===== src/include/glyph_table.svh =====
`ifndef GLYPH_TABLE_SVH
`define GLYPH_TABLE_SVH

// 8x8 font, first cell row in the top byte
// Bit 7 of each row is the leftmost pixel
function automatic logic [7:0] glyph_row(
  input term_char_pkg::char_t     code,
  input term_geom_pkg::cell_off_t roff
);
  logic [63:0] rows;
  case (code)
    // Empty cell and space
    8'h00, 8'h20: rows = 64'h0000_0000_0000_0000;
    // Digits 0 to 9
    8'h30: rows = 64'h3C66_6E76_6666_3C00;
    8'h31: rows = 64'h1838_1818_1818_7E00;
    8'h32: rows = 64'h3C66_060C_3060_7E00;
    8'h33: rows = 64'h3C66_061C_0666_3C00;
    8'h34: rows = 64'h0C1C_3C6C_7E0C_0C00;
    8'h35: rows = 64'h7E60_7C06_0666_3C00;
    8'h36: rows = 64'h3C60_7C66_6666_3C00;
    8'h37: rows = 64'h7E06_0C18_3030_3000;
    8'h38: rows = 64'h3C66_663C_6666_3C00;
    8'h39: rows = 64'h3C66_663E_060C_3800;
    // Upper case A to F only
    8'h41: rows = 64'h183C_6666_7E66_6600;
    8'h42: rows = 64'h7C66_667C_6666_7C00;
    8'h43: rows = 64'h3C66_6060_6066_3C00;
    8'h44: rows = 64'h786C_6666_666C_7800;
    8'h45: rows = 64'h7E60_607C_6060_7E00;
    8'h46: rows = 64'h7E60_607C_6060_6000;
    // Anything else shows a hollow box
    default: rows = 64'h7E42_4242_4242_7E00;
  endcase
  // Row 7 stays clear so the cursor underline stands out
  return rows[8 * (7 - roff) +: 8];
endfunction

`endif

===== src/logic/term_geom_pkg.sv =====
`default_nettype none

package term_geom_pkg;

  // ----------------------------------------
  // Character grid and cell indices
  // ----------------------------------------

  // Up to 32 text rows
  typedef logic [4:0] row_t;
  // Up to 128 text columns
  typedef logic [6:0] col_t;
  // Pixel offset inside an 8x8 cell
  typedef logic [2:0] cell_off_t;

  // Raster position as seen by the read side
  typedef struct packed {
    col_t      col;
    row_t      row;
    cell_off_t hoff;
    cell_off_t voff;
    logic      active;
    logic      hsync;
    logic      vsync;
  } scan_pos_t;

  // ----------------------------------------
  // Default geometry, forwarded by the top
  // ----------------------------------------

  localparam int DEF_NUM_ROWS = 4;
  localparam int DEF_NUM_COLS = 8;
  localparam int DEF_H_BLANK  = 16;
  localparam int DEF_V_BLANK  = 8;
  localparam int DEF_SYNC_LEN = 4;

endpackage

`default_nettype wire


===== src/logic/term_char_pkg.sv =====
`default_nettype none

package term_char_pkg;

  // ASCII code, 0 marks an empty cell
  typedef logic [7:0] char_t;

  // Control codes taken from the stream
  localparam char_t CHAR_ESC = 8'h1B;
  localparam char_t CHAR_DEL = 8'h7F;
  localparam char_t CHAR_LF  = 8'h0A;

  // One buffer update, applied at the next edge
  typedef struct packed {
    logic                wr;
    char_t               code;
    term_geom_pkg::row_t row;
    term_geom_pkg::col_t col;
    logic                clr_all;
    logic                clr_row;
    term_geom_pkg::row_t clr_idx;
  } store_wr_t;

  // Cursor position plus the scroll offset
  typedef struct packed {
    term_geom_pkg::row_t row;
    term_geom_pkg::col_t col;
    term_geom_pkg::row_t top;
  } cursor_t;

endpackage

`default_nettype wire


===== src/logic/text_term.sv =====
`timescale 1ns/1ns
`default_nettype none

module text_term #(
  parameter int NUM_ROWS = term_geom_pkg::DEF_NUM_ROWS,
  parameter int NUM_COLS = term_geom_pkg::DEF_NUM_COLS,
  parameter int H_BLANK  = term_geom_pkg::DEF_H_BLANK,
  parameter int V_BLANK  = term_geom_pkg::DEF_V_BLANK,
  parameter int SYNC_LEN = term_geom_pkg::DEF_SYNC_LEN
) (
  input  logic                 clk,
  input  logic                 rst,
  input  term_char_pkg::char_t ascii,
  input  logic                 ascii_val,
  output logic                 hsync,
  output logic                 vsync,
  output logic                 de,
  output logic                 pixel
);
  import term_geom_pkg::*;
  import term_char_pkg::*;

  store_wr_t wr_req;
  cursor_t   cur;
  scan_pos_t pos;
  char_t     rd_code;
  scan_pos_t rd_pos;
  logic      rd_cursor;

  // ----------------------------------------
  // Write side and raster side
  // ----------------------------------------

  cursor_ctrl #(
    .NUM_ROWS (NUM_ROWS),
    .NUM_COLS (NUM_COLS)
  ) u_cursor_ctrl (
    .clk       (clk),
    .rst       (rst),
    .ascii     (ascii),
    .ascii_val (ascii_val),
    .wr_req    (wr_req),
    .cur       (cur)
  );

  scan_timing #(
    .NUM_ROWS (NUM_ROWS),
    .NUM_COLS (NUM_COLS),
    .H_BLANK  (H_BLANK),
    .V_BLANK  (V_BLANK),
    .SYNC_LEN (SYNC_LEN)
  ) u_scan_timing (
    .clk (clk),
    .rst (rst),
    .pos (pos)
  );

  // ----------------------------------------
  // Memory read, then pixel stage
  // ----------------------------------------

  char_store #(
    .NUM_ROWS (NUM_ROWS),
    .NUM_COLS (NUM_COLS)
  ) u_char_store (
    .clk       (clk),
    .rst       (rst),
    .wr_req    (wr_req),
    .cur       (cur),
    .pos       (pos),
    .rd_code   (rd_code),
    .rd_pos    (rd_pos),
    .rd_cursor (rd_cursor)
  );

  pixel_compose u_pixel_compose (
    .clk       (clk),
    .rst       (rst),
    .rd_code   (rd_code),
    .rd_pos    (rd_pos),
    .rd_cursor (rd_cursor),
    .hsync     (hsync),
    .vsync     (vsync),
    .de        (de),
    .pixel     (pixel)
  );

endmodule

`default_nettype wire


===== src/logic/pixel_compose.sv =====
`timescale 1ns/1ns
`default_nettype none

`include "glyph_table.svh"

module pixel_compose (
  input  logic                     clk,
  input  logic                     rst,
  input  term_char_pkg::char_t     rd_code,
  input  term_geom_pkg::scan_pos_t rd_pos,
  input  logic                     rd_cursor,
  output logic                     hsync,
  output logic                     vsync,
  output logic                     de,
  output logic                     pixel
);
  import term_geom_pkg::*;

  logic [7:0] glyph_bits;
  cell_off_t  bit_idx;
  logic       underline;
  logic       lit;

  // ----------------------------------------
  // Glyph lookup
  // ----------------------------------------

  assign glyph_bits = glyph_row(rd_code, rd_pos.voff);

  // hoff 0 is the leftmost pixel, bit 7
  assign bit_idx = 3'd7 - rd_pos.hoff;

  // Bottom cell row, last pixel column left dark
  assign underline = rd_cursor && (rd_pos.voff == 3'd7) && (rd_pos.hoff != 3'd7);

  // Blanking, then cursor, then glyph
  always_comb begin
    if (!rd_pos.active) begin
      lit = 1'b0;
    end else if (underline) begin
      lit = 1'b1;
    end else begin
      lit = glyph_bits[bit_idx];
    end
  end

  // ----------------------------------------
  // Output register
  // ----------------------------------------

  // Syncs and de take the same stage as the pixel
  always_ff @(posedge clk) begin
    if (rst) begin
      pixel <= 1'b0;
      hsync <= 1'b0;
      vsync <= 1'b0;
      de    <= 1'b0;
    end else begin
      pixel <= lit;
      hsync <= rd_pos.hsync;
      vsync <= rd_pos.vsync;
      de    <= rd_pos.active;
    end
  end

endmodule

`default_nettype wire


===== src/logic/char_store.sv =====
`timescale 1ns/1ns
`default_nettype none

module char_store #(
  parameter int NUM_ROWS = term_geom_pkg::DEF_NUM_ROWS,
  parameter int NUM_COLS = term_geom_pkg::DEF_NUM_COLS
) (
  input  logic                     clk,
  input  logic                     rst,
  input  term_char_pkg::store_wr_t wr_req,
  input  term_char_pkg::cursor_t   cur,
  input  term_geom_pkg::scan_pos_t pos,
  output term_char_pkg::char_t     rd_code,
  output term_geom_pkg::scan_pos_t rd_pos,
  output logic                     rd_cursor
);
  import term_geom_pkg::*;
  import term_char_pkg::*;

  // Index widths sized to the array, never zero
  localparam int RW = (NUM_ROWS > 1) ? $clog2(NUM_ROWS) : 1;
  localparam int CW = (NUM_COLS > 1) ? $clog2(NUM_COLS) : 1;

  char_t                 mem [NUM_ROWS][NUM_COLS];
  logic [$bits(row_t):0] row_sum;
  row_t                  phys_row;
  logic                  in_range;
  logic [RW-1:0]         rd_row;
  logic [CW-1:0]         rd_col;
  logic                  hit;

  // ----------------------------------------
  // Write and clear side
  // ----------------------------------------

  for (genvar i = 0; i < NUM_ROWS; i++) begin : g_row
    always_ff @(posedge clk) begin
      if (rst || wr_req.clr_all) begin
        mem[i] <= '{default: '0};
      end else if (wr_req.clr_row && (wr_req.clr_idx == row_t'(i))) begin
        // Clear beats a write to the same row
        mem[i] <= '{default: '0};
      end else if (wr_req.wr && (wr_req.row == row_t'(i))) begin
        mem[i][wr_req.col[CW-1:0]] <= wr_req.code;
      end
    end
  end

  // ----------------------------------------
  // Read side through the scroll offset
  // ----------------------------------------

  assign in_range = (int'(pos.row) < NUM_ROWS) && (int'(pos.col) < NUM_COLS);

  // Display row plus top, modulo NUM_ROWS
  assign row_sum  = {1'b0, pos.row} + {1'b0, cur.top};
  assign phys_row = (int'(row_sum) >= NUM_ROWS) ? row_t'(int'(row_sum) - NUM_ROWS)
                                                : row_t'(row_sum);

  // Blanking positions read cell 0, pixel is masked later anyway
  assign rd_row = in_range ? phys_row[RW-1:0] : '0;
  assign rd_col = in_range ? pos.col[CW-1:0] : '0;

  assign hit = in_range && (phys_row == cur.row) && (pos.col == cur.col);

  always_ff @(posedge clk) begin
    rd_code <= mem[rd_row][rd_col];
  end

  // Position and cursor flag travel with the code
  always_ff @(posedge clk) begin
    if (rst) begin
      rd_pos    <= '0;
      rd_cursor <= 1'b0;
    end else begin
      rd_pos    <= pos;
      rd_cursor <= hit;
    end
  end

  a_wr_col: assert property (@(posedge clk) disable iff (rst)
    wr_req.wr |-> (int'(wr_req.col) < NUM_COLS));

endmodule

`default_nettype wire


===== src/logic/scan_timing.sv =====
`timescale 1ns/1ns
`default_nettype none

module scan_timing #(
  parameter int NUM_ROWS = term_geom_pkg::DEF_NUM_ROWS,
  parameter int NUM_COLS = term_geom_pkg::DEF_NUM_COLS,
  parameter int H_BLANK  = term_geom_pkg::DEF_H_BLANK,
  parameter int V_BLANK  = term_geom_pkg::DEF_V_BLANK,
  parameter int SYNC_LEN = term_geom_pkg::DEF_SYNC_LEN
) (
  input  logic                     clk,
  input  logic                     rst,
  output term_geom_pkg::scan_pos_t pos
);
  import term_geom_pkg::*;

  // Visible area in pixels, then full line and frame
  localparam int H_VIS   = NUM_COLS * 8;
  localparam int V_VIS   = NUM_ROWS * 8;
  localparam int H_TOTAL = H_VIS + H_BLANK;
  localparam int V_TOTAL = V_VIS + V_BLANK;
  localparam int HW      = $clog2(H_TOTAL);
  localparam int VW      = $clog2(V_TOTAL);

  logic [HW-1:0] h_cnt;
  logic [VW-1:0] v_cnt;
  logic          h_last;
  logic          v_last;

  assign h_last = (h_cnt == HW'(H_TOTAL - 1));
  assign v_last = (v_cnt == VW'(V_TOTAL - 1));

  // One pixel per clk, line count steps at end of line
  always_ff @(posedge clk) begin
    if (rst) begin
      h_cnt <= '0;
      v_cnt <= '0;
    end else begin
      h_cnt <= h_last ? '0 : h_cnt + 1'b1;
      if (h_last) begin
        v_cnt <= v_last ? '0 : v_cnt + 1'b1;
      end
    end
  end

  // ----------------------------------------
  // Cell split and sync levels
  // ----------------------------------------

  always_comb begin
    pos        = '0;
    pos.col    = col_t'(h_cnt >> 3);
    pos.hoff   = h_cnt[2:0];
    pos.row    = row_t'(v_cnt >> 3);
    pos.voff   = v_cnt[2:0];
    pos.active = (int'(h_cnt) < H_VIS) && (int'(v_cnt) < V_VIS);
    // Pulses open the blanking interval
    pos.hsync  = (int'(h_cnt) >= H_VIS) && (int'(h_cnt) < H_VIS + SYNC_LEN);
    pos.vsync  = (int'(v_cnt) >= V_VIS) && (int'(v_cnt) < V_VIS + SYNC_LEN);
  end

  a_sync_blank: assert property (@(posedge clk) disable iff (rst)
    pos.hsync |-> !pos.active);

endmodule

`default_nettype wire


===== src/logic/cursor_ctrl.sv =====
`timescale 1ns/1ns
`default_nettype none

module cursor_ctrl #(
  parameter int NUM_ROWS = term_geom_pkg::DEF_NUM_ROWS,
  parameter int NUM_COLS = term_geom_pkg::DEF_NUM_COLS
) (
  input  logic                     clk,
  input  logic                     rst,
  input  term_char_pkg::char_t     ascii,
  input  logic                     ascii_val,
  output term_char_pkg::store_wr_t wr_req,
  output term_char_pkg::cursor_t   cur
);
  import term_geom_pkg::*;
  import term_char_pkg::*;

  localparam row_t LAST_ROW = row_t'(NUM_ROWS - 1);
  localparam col_t LAST_COL = col_t'(NUM_COLS - 1);
  // Bottom display line holds the cursor row
  localparam row_t TOP_INIT = row_t'(1 % NUM_ROWS);

  logic is_esc;
  logic is_del;
  logic is_lf;
  logic is_print;
  logic new_line;
  row_t row_q;
  row_t row_d;
  row_t row_inc;
  col_t col_q;
  col_t col_d;
  row_t top_q;
  row_t top_d;
  row_t top_inc;

  // ----------------------------------------
  // Byte decode
  // ----------------------------------------

  assign is_esc   = ascii_val && (ascii == CHAR_ESC);
  assign is_del   = ascii_val && (ascii == CHAR_DEL);
  assign is_lf    = ascii_val && (ascii == CHAR_LF);
  assign is_print = ascii_val && !is_esc && !is_del && !is_lf;

  // Row and scroll wrap at NUM_ROWS
  assign row_inc = (row_q == LAST_ROW) ? '0 : row_q + 1'b1;
  assign top_inc = (top_q == LAST_ROW) ? '0 : top_q + 1'b1;

  // LF, or a printable byte in the last column
  assign new_line = is_lf || (is_print && (col_q == LAST_COL));

  // ----------------------------------------
  // Cursor next state
  // ----------------------------------------

  always_comb begin
    row_d = row_q;
    col_d = col_q;
    top_d = top_q;
    if (is_esc) begin
      row_d = '0;
      col_d = '0;
      top_d = TOP_INIT;
    end else if (is_del) begin
      // Stays put at column 0
      if (col_q != '0) begin
        col_d = col_q - 1'b1;
      end
    end else if (new_line) begin
      row_d = row_inc;
      col_d = '0;
      top_d = top_inc;
    end else if (is_print) begin
      col_d = col_q + 1'b1;
    end
  end

  always_ff @(posedge clk) begin
    if (rst) begin
      row_q <= '0;
      col_q <= '0;
      top_q <= TOP_INIT;
    end else begin
      row_q <= row_d;
      col_q <= col_d;
      top_q <= top_d;
    end
  end

  assign cur = '{row: row_q, col: col_q, top: top_q};

  // ----------------------------------------
  // Buffer requests
  // ----------------------------------------

  always_comb begin
    wr_req         = '0;
    wr_req.clr_all = is_esc;
    // Row being entered gets wiped
    wr_req.clr_row = new_line;
    wr_req.clr_idx = row_inc;
    wr_req.wr      = is_print || is_del;
    wr_req.code    = is_del ? char_t'(0) : ascii;
    wr_req.row     = row_q;
    // DEL erases the cell it steps back onto
    wr_req.col     = is_del ? col_d : col_q;
  end

  a_cur_bounds: assert property (@(posedge clk) disable iff (rst)
    (int'(cur.row) < NUM_ROWS) && (int'(cur.col) < NUM_COLS));

endmodule

`default_nettype wire


===== config.mk =====
export PLATFORM = sky130hd
export DESIGN_NAME = text_term
export DESIGN_NICKNAME = d
export VERILOG_FILES = /design/src/logic/term_geom_pkg.sv /design/src/logic/term_char_pkg.sv /design/src/logic/text_term.sv /design/src/logic/pixel_compose.sv /design/src/logic/char_store.sv /design/src/logic/scan_timing.sv /design/src/logic/cursor_ctrl.sv
export VERILOG_INCLUDE_DIRS = /design/src /design/src/include
export SDC_FILE = /design/constraint.sdc
export NUM_CORES = 1
export LEC_CHECK = 0
export ABC_AREA = 1
export ABC_CLOCK_PERIOD_IN_PS = 3000
export BUFFER_PORTS_ARGS = -buffer_cell sky130_fd_sc_hd__buf_4
export CORE_ASPECT_RATIO = 0.8
export CORE_MARGIN = 5
export CORE_UTILIZATION = 45
export CTS_BUF_LIST = sky130_fd_sc_hd__clkbuf_8
export CTS_CLUSTER_DIAMETER = 150
export DETAILED_ROUTE_END_ITERATION = 8
export GPL_ROUTABILITY_DRIVEN = 0
export HOLD_SLACK_MARGIN = 0.12
export SLEW_MARGIN = 20
export SYNTH_ARGS = -nofsm -noshare
export SYNTH_HDL_FRONTEND = slang
export SYNTH_SLANG_ARGS = --single-unit
export TNS_END_PERCENT = 100

===== constraint.sdc =====
create_clock -name clk -period 3 [get_ports clk]
set_input_delay 0.15 -clock clk [delete_from_list [all_inputs] [get_ports clk]]
set_output_delay 0.15 -clock clk [all_outputs]
set_load 0.01 [all_outputs]

Yosys cells after proc, flatten, opt, wreduce, memory -nomap -nowiden. Memory sizes are Yosys's and may differ from the RTL's. Cells that the tools add are included.

Bits in registers: 52. Bits in writable memories: 256. Bits of input ports: 11. Output and inout port bits: 4. Word-level logic and storage cells: 690. Memories kept: 1.

$add $sub $neg: 10. Order comparisons: 13. Eq/ne operators: 34. Shifts and indexed selects: 1. Mux-type cells: 312. Bitwise gates (word level): 264. Reduce and logical (&&, ||, !) cells: 39.

Memory list: u_char_store.mem (words 4, width 64, read ports 1, clocked after memory_dff 0, write ports 4, RTL line char_store.sv:24) `char_t mem [NUM_ROWS][NUM_COLS];`.

Operators with widths (count): case mux 63 bit (17 select lines) (1); two-way mux 64 bit (8); two-way mux 1 bit (284); bitwise OR 1 bit (260); equality test 8 x 6 -> 1 bit (second input constant) (11); indexed part select 64 x 33 -> 8 bit (1); equality test 8 x 7 -> 1 bit (second input constant) (7); two-way mux 7 bit (5); two-way mux 8 bit (4); equality test 5 x 2 -> 1 bit (second input constant) (5); binary-select mux 8 bit (select 3 bit) (1); demux 8 bit (select 3 bit) (1); logical AND 1 bit (24); two-way mux 5 bit (3); adder 7 x 1 -> 7 bit (second input constant) (2); < comparator 7 bit (second input constant) (2); < comparator 6 bit (second input constant) (2); adder 5 x 1 -> 5 bit (second input constant) (2); equality test 5 x 1 -> 1 bit (second input constant) (2); logical NOT 5 bit (2); equality test 8 x 4 -> 1 bit (second input constant) (1); equality test 8 x 5 -> 1 bit (second input constant) (1); >= comparator 4 bit (second input constant) (2); logical NOT 8 bit (1); 31 further kinds (41).

Logic depth before layout (Yosys ltp).
Depth in word-level cells: 19. Mapped depth: 19.

Hierarchy. From an unflattened synthesis, not the netlist that was laid out.

Cells, all modules: 2211. Area total of the unflattened synthesis: 17783.3 um2.

By module, submodules not included: char_store (times used 1, cells each 1552, area an instance 14124.8 um2, seq. area each 8287.9 um2); cursor_ctrl (times used 1, cells each 266, area an instance 1552.7 um2, seq. area each 340.3 um2); pixel_compose (times used 1, cells each 289, area an instance 1348.8 um2, seq. area each 80.1 um2); scan_timing (times used 1, cells each 104, area an instance 757.0 um2, seq. area each 260.2 um2).

Least setup slack after synthesis. OpenSTA, ideal clock, no wires.

Path type: register to register. Start point: register u_cursor_ctrl.col_q[0]. End point: memory u_char_store.mem[3][24] in the netlist's numbering, enable pin. Setup time: 0.384 ns. Arrival time: 2.598 ns. Data required time: 2.616 ns. Setup slack: 0.018 ns. Cell stages (with the launch flop): 15. Path buffers: 0. Period minus slack after synthesis: 2.982 ns. Cells stage by stage: dfxtp_1 -> inv_1 -> ha_1 -> nand2_1 -> nor3_1 -> inv_1 -> nor2_4 -> nand2_1 -> o21ai_0 -> nand2_1 -> o21ai_1 -> nand2_1 -> nor2_1 -> inv_2 -> o21ai_0.

RTL lines: from (decl) (RTL line cursor_ctrl.sv:31) `col_t col_q;`; from (signal assigned) (RTL line cursor_ctrl.sv:86) `col_q <= col_d;`; to (decl) (RTL line char_store.sv:24).

Worst setup path in the final report.
Start point: register u_scan_timing.v_cnt[3]. End point: register u_char_store.rd_code[3].

Cells in the longest elaborated chain, start to end: 8.

RTL lines: from (decl) (RTL line scan_timing.sv:26) `logic [VW-1:0] v_cnt;`; from (signal assigned) (RTL line scan_timing.sv:41) `v_cnt <= v_last ? '0 : v_cnt + 1'b1;`; adder 3 x 5 -> 6 bit (RTL line char_store.sv:56) `assign row_sum = {1'b0, pos.row} + {1'b0, cur.top};`; subtractor 5 x 3 -> 5 bit or >= comparator 6 x 3 -> 1 bit (tied branches) (RTL line char_store.sv:57) `assign phys_row = (int'(row_sum) >= NUM_ROWS) ? row_t'(int'(row_sum) - NUM_ROWS)`; two-way mux 5 bit (RTL line char_store.sv:57); two-way mux 2 bit (RTL line char_store.sv:61) `assign rd_row = in_range ? phys_row[RW-1:0] : '0;`; memory (4 x 64 bit); binary-select mux 8 bit (select 3 bit) * (RTL line char_store.sv:67) `rd_code <= mem[rd_row][rd_col];`; two-way mux 8 bit (implied by the code) * (2 in series) (RTL line char_store.sv:67); to (signal assigned) (RTL line char_store.sv:67); to (decl) (RTL line char_store.sv:13) `output term_char_pkg::char_t rd_code,`.

Every way passes the cells marked *; elsewhere a longest branch is shown, timed or not. The select of a mux whose other input is x is not followed. A chain may end at the register's enable or synchronous reset.

==> impl_metrics.tcl <==
set metrics [dict create \
    rsz0062_at_grt "false" \
    clk_latency_ps 610 \
    hold_class "in2reg" \
    leakage_nw 6.85 \
    final_nets 1810 \
    cts_inserted_buffers 51 \
    firstDrtPassIters 5 \
    p_per_area_mw_per_mm2 499 \
    finalWirelength_mm 45.4 \
    avgViaCountPerCell 5.74 \
    cts_tree "built" \
    hold_violations 0 \
    grt_util_all_layers_pct 23.0 \
    setup_tns_ps 0 \
    num_io_pins 15 \
    synth_flop_cell "edfxtp_1" \
    dpl_cell_area_mm2 0.0170 \
    yosys-top-cells-count "433 x nor2_1, 256 x edfxtp_1, 193 x nand2_1, 103 x o21ai_0, 93 x inv_1" \
    rows 61 \
    avgSynthCellArea_um2 9.26 \
    syn_area_mm2 0.0160 \
    finalCriticalPeriod_ps 2860 \
    synthTopCellsByArea "edfxtp_1 48%, nor2_1 10%, dfxtp_1 6.5%, nand2_1 4.5%, nor3_2 3.8%" \
    vdd_ir_drop_max_v 0.000447 \
    routedWlPerCell_um 19.8 \
    whs_path_depth 6 \
    syn_to_final_growth_pct 13.0 \
    final_area_mm2 0.0180 \
    synth.most_common_cell "nor2_1" \
    final_antenna_net_count 0 \
    ys_ff_latch 308 \
    r2r-end "u_char_store.rd_code[3]" \
    coreArea_mm2 0.0349 \
    status "complete, no violations" \
    die-area_mm2 0.0394 \
    vias 13168 \
    grt_max_degree 71 \
    p_int_mw 6.82 \
    min_to "u_cursor_ctrl.col_q[1]" \
    start_util_pct 45.8 \
    worstHoldStart "ascii[7]" \
    cts_buffer_depth 3 \
    critPathKind "reg2reg" \
    fin_skew_ps 23.7 \
    synthDistinctLibCells 44 \
    power_switching_mw 2.18 \
    maxCapViolations 0 \
    chipWidth_um 221 \
    htree_num_levels 2 \
    clock_sinks 308 \
    grt_pass1_vias 12339 \
    reg2reg_slack_ps 140 \
    grt.overflow.total 0 \
    timing.rr.start "u_scan_timing.v_cnt[3]" \
    pwr-share-comb_pct 6.3 \
    p_clk_share_pct 40.2 \
    fp.dieH_um 179 \
    slew_headroom_pct 52.6 \
    sw_frac_of_total_pct 24.2 \
    n_antenna_cell 0 \
    cp_max_fo 35 \
    syn_inst 1726 \
    period_share_pct 95.5 \
    grt_pass1_wl_mm 70.0 \
    drive_gt1_share_pct 16.3 \
    yosysWarningCount 0 \
    p_seq_share_pct 53.5 \
    synthArstFlopShare_pct 0 \
    post-cts-setup-buffers 0 \
    fmax_ghz 0.349 \
    finalSetupViolations 0 \
    crit_path_end_kind "flip-flop" \
    synth_top_area_share_pct 48.1 \
    cp-start-kind "flip-flop" \
    arrival_ps 3410 \
    yosys.area.top_type "edfxtp_1" \
    initialDrtViolationCount 1253 \
    yosysSeqAreaShare_pct 54.6 \
    reg2reg_depth 9 \
    worst_pin_slew_ps 710 \
    required_ps 3540 \
    portBuffers 14 \
    drc 0 \
    antenna_found_initial 0 \
    drv_slew 0 \
    synth-edff-count 256 \
    clkTransAtPathRegs_ps 60 \
    post-dp-hpwl_mm 30.3 \
    synth_nets 1753 \
    clockRootBuffer "clkbuf_8" \
]
layer usage:
layer / vias to the layer above / GRT usage (%) / share of wire [%]
met2: 599 / 35.4 / 44
met1: 6369 / 33.5 / 45
met5: - / 0 / 0
li1: 6136 / - / -
met3: 64 / 4.62 / 8.4
met4: 0 / 6.20 / 1.9
layout make-up:
cell class | instances | area (µm²)
Tap cell | 472 | 591
Clock inverter | 36 | 203
Timing Repair Buffer | 109 | 930
Sequential cell | 308 | 8730
Fill cell | 3246 | 16800
Multi-Input combinational cell | 1203 | 6390
Inverter | 110 | 419
Clock buffer | 57 | 785
how the worst max path moves through the flow:
stage / cells after the start / to / startpoint / slack, ps
floorplan: 14 / u_char_store.mem[3][24] / u_cursor_ctrl.col_q[0] / 20
global placement: 16 / u_char_store.mem[3][49] / u_cursor_ctrl.col_q[1] / 150
detailed placement: 11 / u_char_store.rd_code[7] / u_scan_timing.v_cnt[3] / 100
CTS: 11 / u_char_store.rd_code[7] / u_scan_timing.v_cnt[3] / 110
global route: 11 / u_char_store.rd_code[1] / u_scan_timing.v_cnt[3] / 0.7
finish: 9 / u_char_store.rd_code[3] / u_scan_timing.v_cnt[3] / 140
state kept, by name, summed over array words and instances, names as in the netlist, 5 cells and up:
name and count:
u_char_store.mem 256, u_char_store.rd_code 8, u_char_store.rd_pos 9, u_cursor_ctrl.col_q 7, u_cursor_ctrl.row_q 5, u_cursor_ctrl.top_q 5, u_scan_timing.h_cnt 7, u_scan_timing.v_cnt 6
timing repair:
| item | in CTS | in global routing |
|---|---|---|
| resized for setup | 0 | 4 |
| endpoints found under the hold margin | 23 | 0 |
| hold buffers | 3 | 0 |
| setup endpoints to repair | 0 | 129 |
critical path, stage by stage (launching register included):
cell and delay (ps):
dfxtp_1 430, ha_1 210, inv_1 50, fa_1 580
nor2_4 70, buf_12 170, buf_4 190, o32ai_1 560
o211ai_1 310, a31oi_1 230
cell usage in the layout, fill, tap and decap left out, drive strengths merged, types with 2 or more instances in the layout:
cell type / n
a211oi: 3
a21oi: 36
a31oi: 9
buf: 106
bufinv: 2
clkbuf: 57
clkinv: 13
dfxtp: 52
dlygate4sd3: 3
edfxtp: 256
ha: 15
inv: 130
nand2: 213
nand3: 57
nand4: 13
nor2: 441
nor3: 140
nor4: 2
o211ai: 35
o21a: 2
o21ai: 105
o21bai: 33
o22ai: 5
o311ai: 32
o31ai: 3
o32ai: 32
xnor2: 5
xor2: 18
metrics by stage:
step           total power [mW]  hold WS, ps  utilization, %  setup WS (ps)  instances
6_report                   9.00          217            51.7            136       2295
3_3_place_gp               5.45          403            48.8            153       2199
2_1_floorplan              5.22          227               -           18.4       1726
3_5_place_dp               5.46          406            48.8           96.4       2199
5_1_grt                    9.31          218            51.7          0.673       2295
4_1_cts                    9.07          168            51.7            108       2295
power by group through the flow:
stage	Clock [mW]	Combinational [mW]	Sequential, mW
6_report	3.62	0.564	4.82
5_1_grt	3.87	0.613	4.83
4_1_cts	3.69	0.557	4.82
3_5_place_dp	0	0.553	4.91
3_3_place_gp	0	0.547	4.90
2_1_floorplan	0	0.333	4.89
kinds of logic after synthesis:
family | synth area share, %
and+or+nand+nor | 25.0
AOI/OAI and AO/OA | 12.3
xor gates and xnor gates | 1.26
DFF | 54.6
buffers and inverters | 5.59
adders and majority gates | 1.30
(Power assumes the default switching activity.)
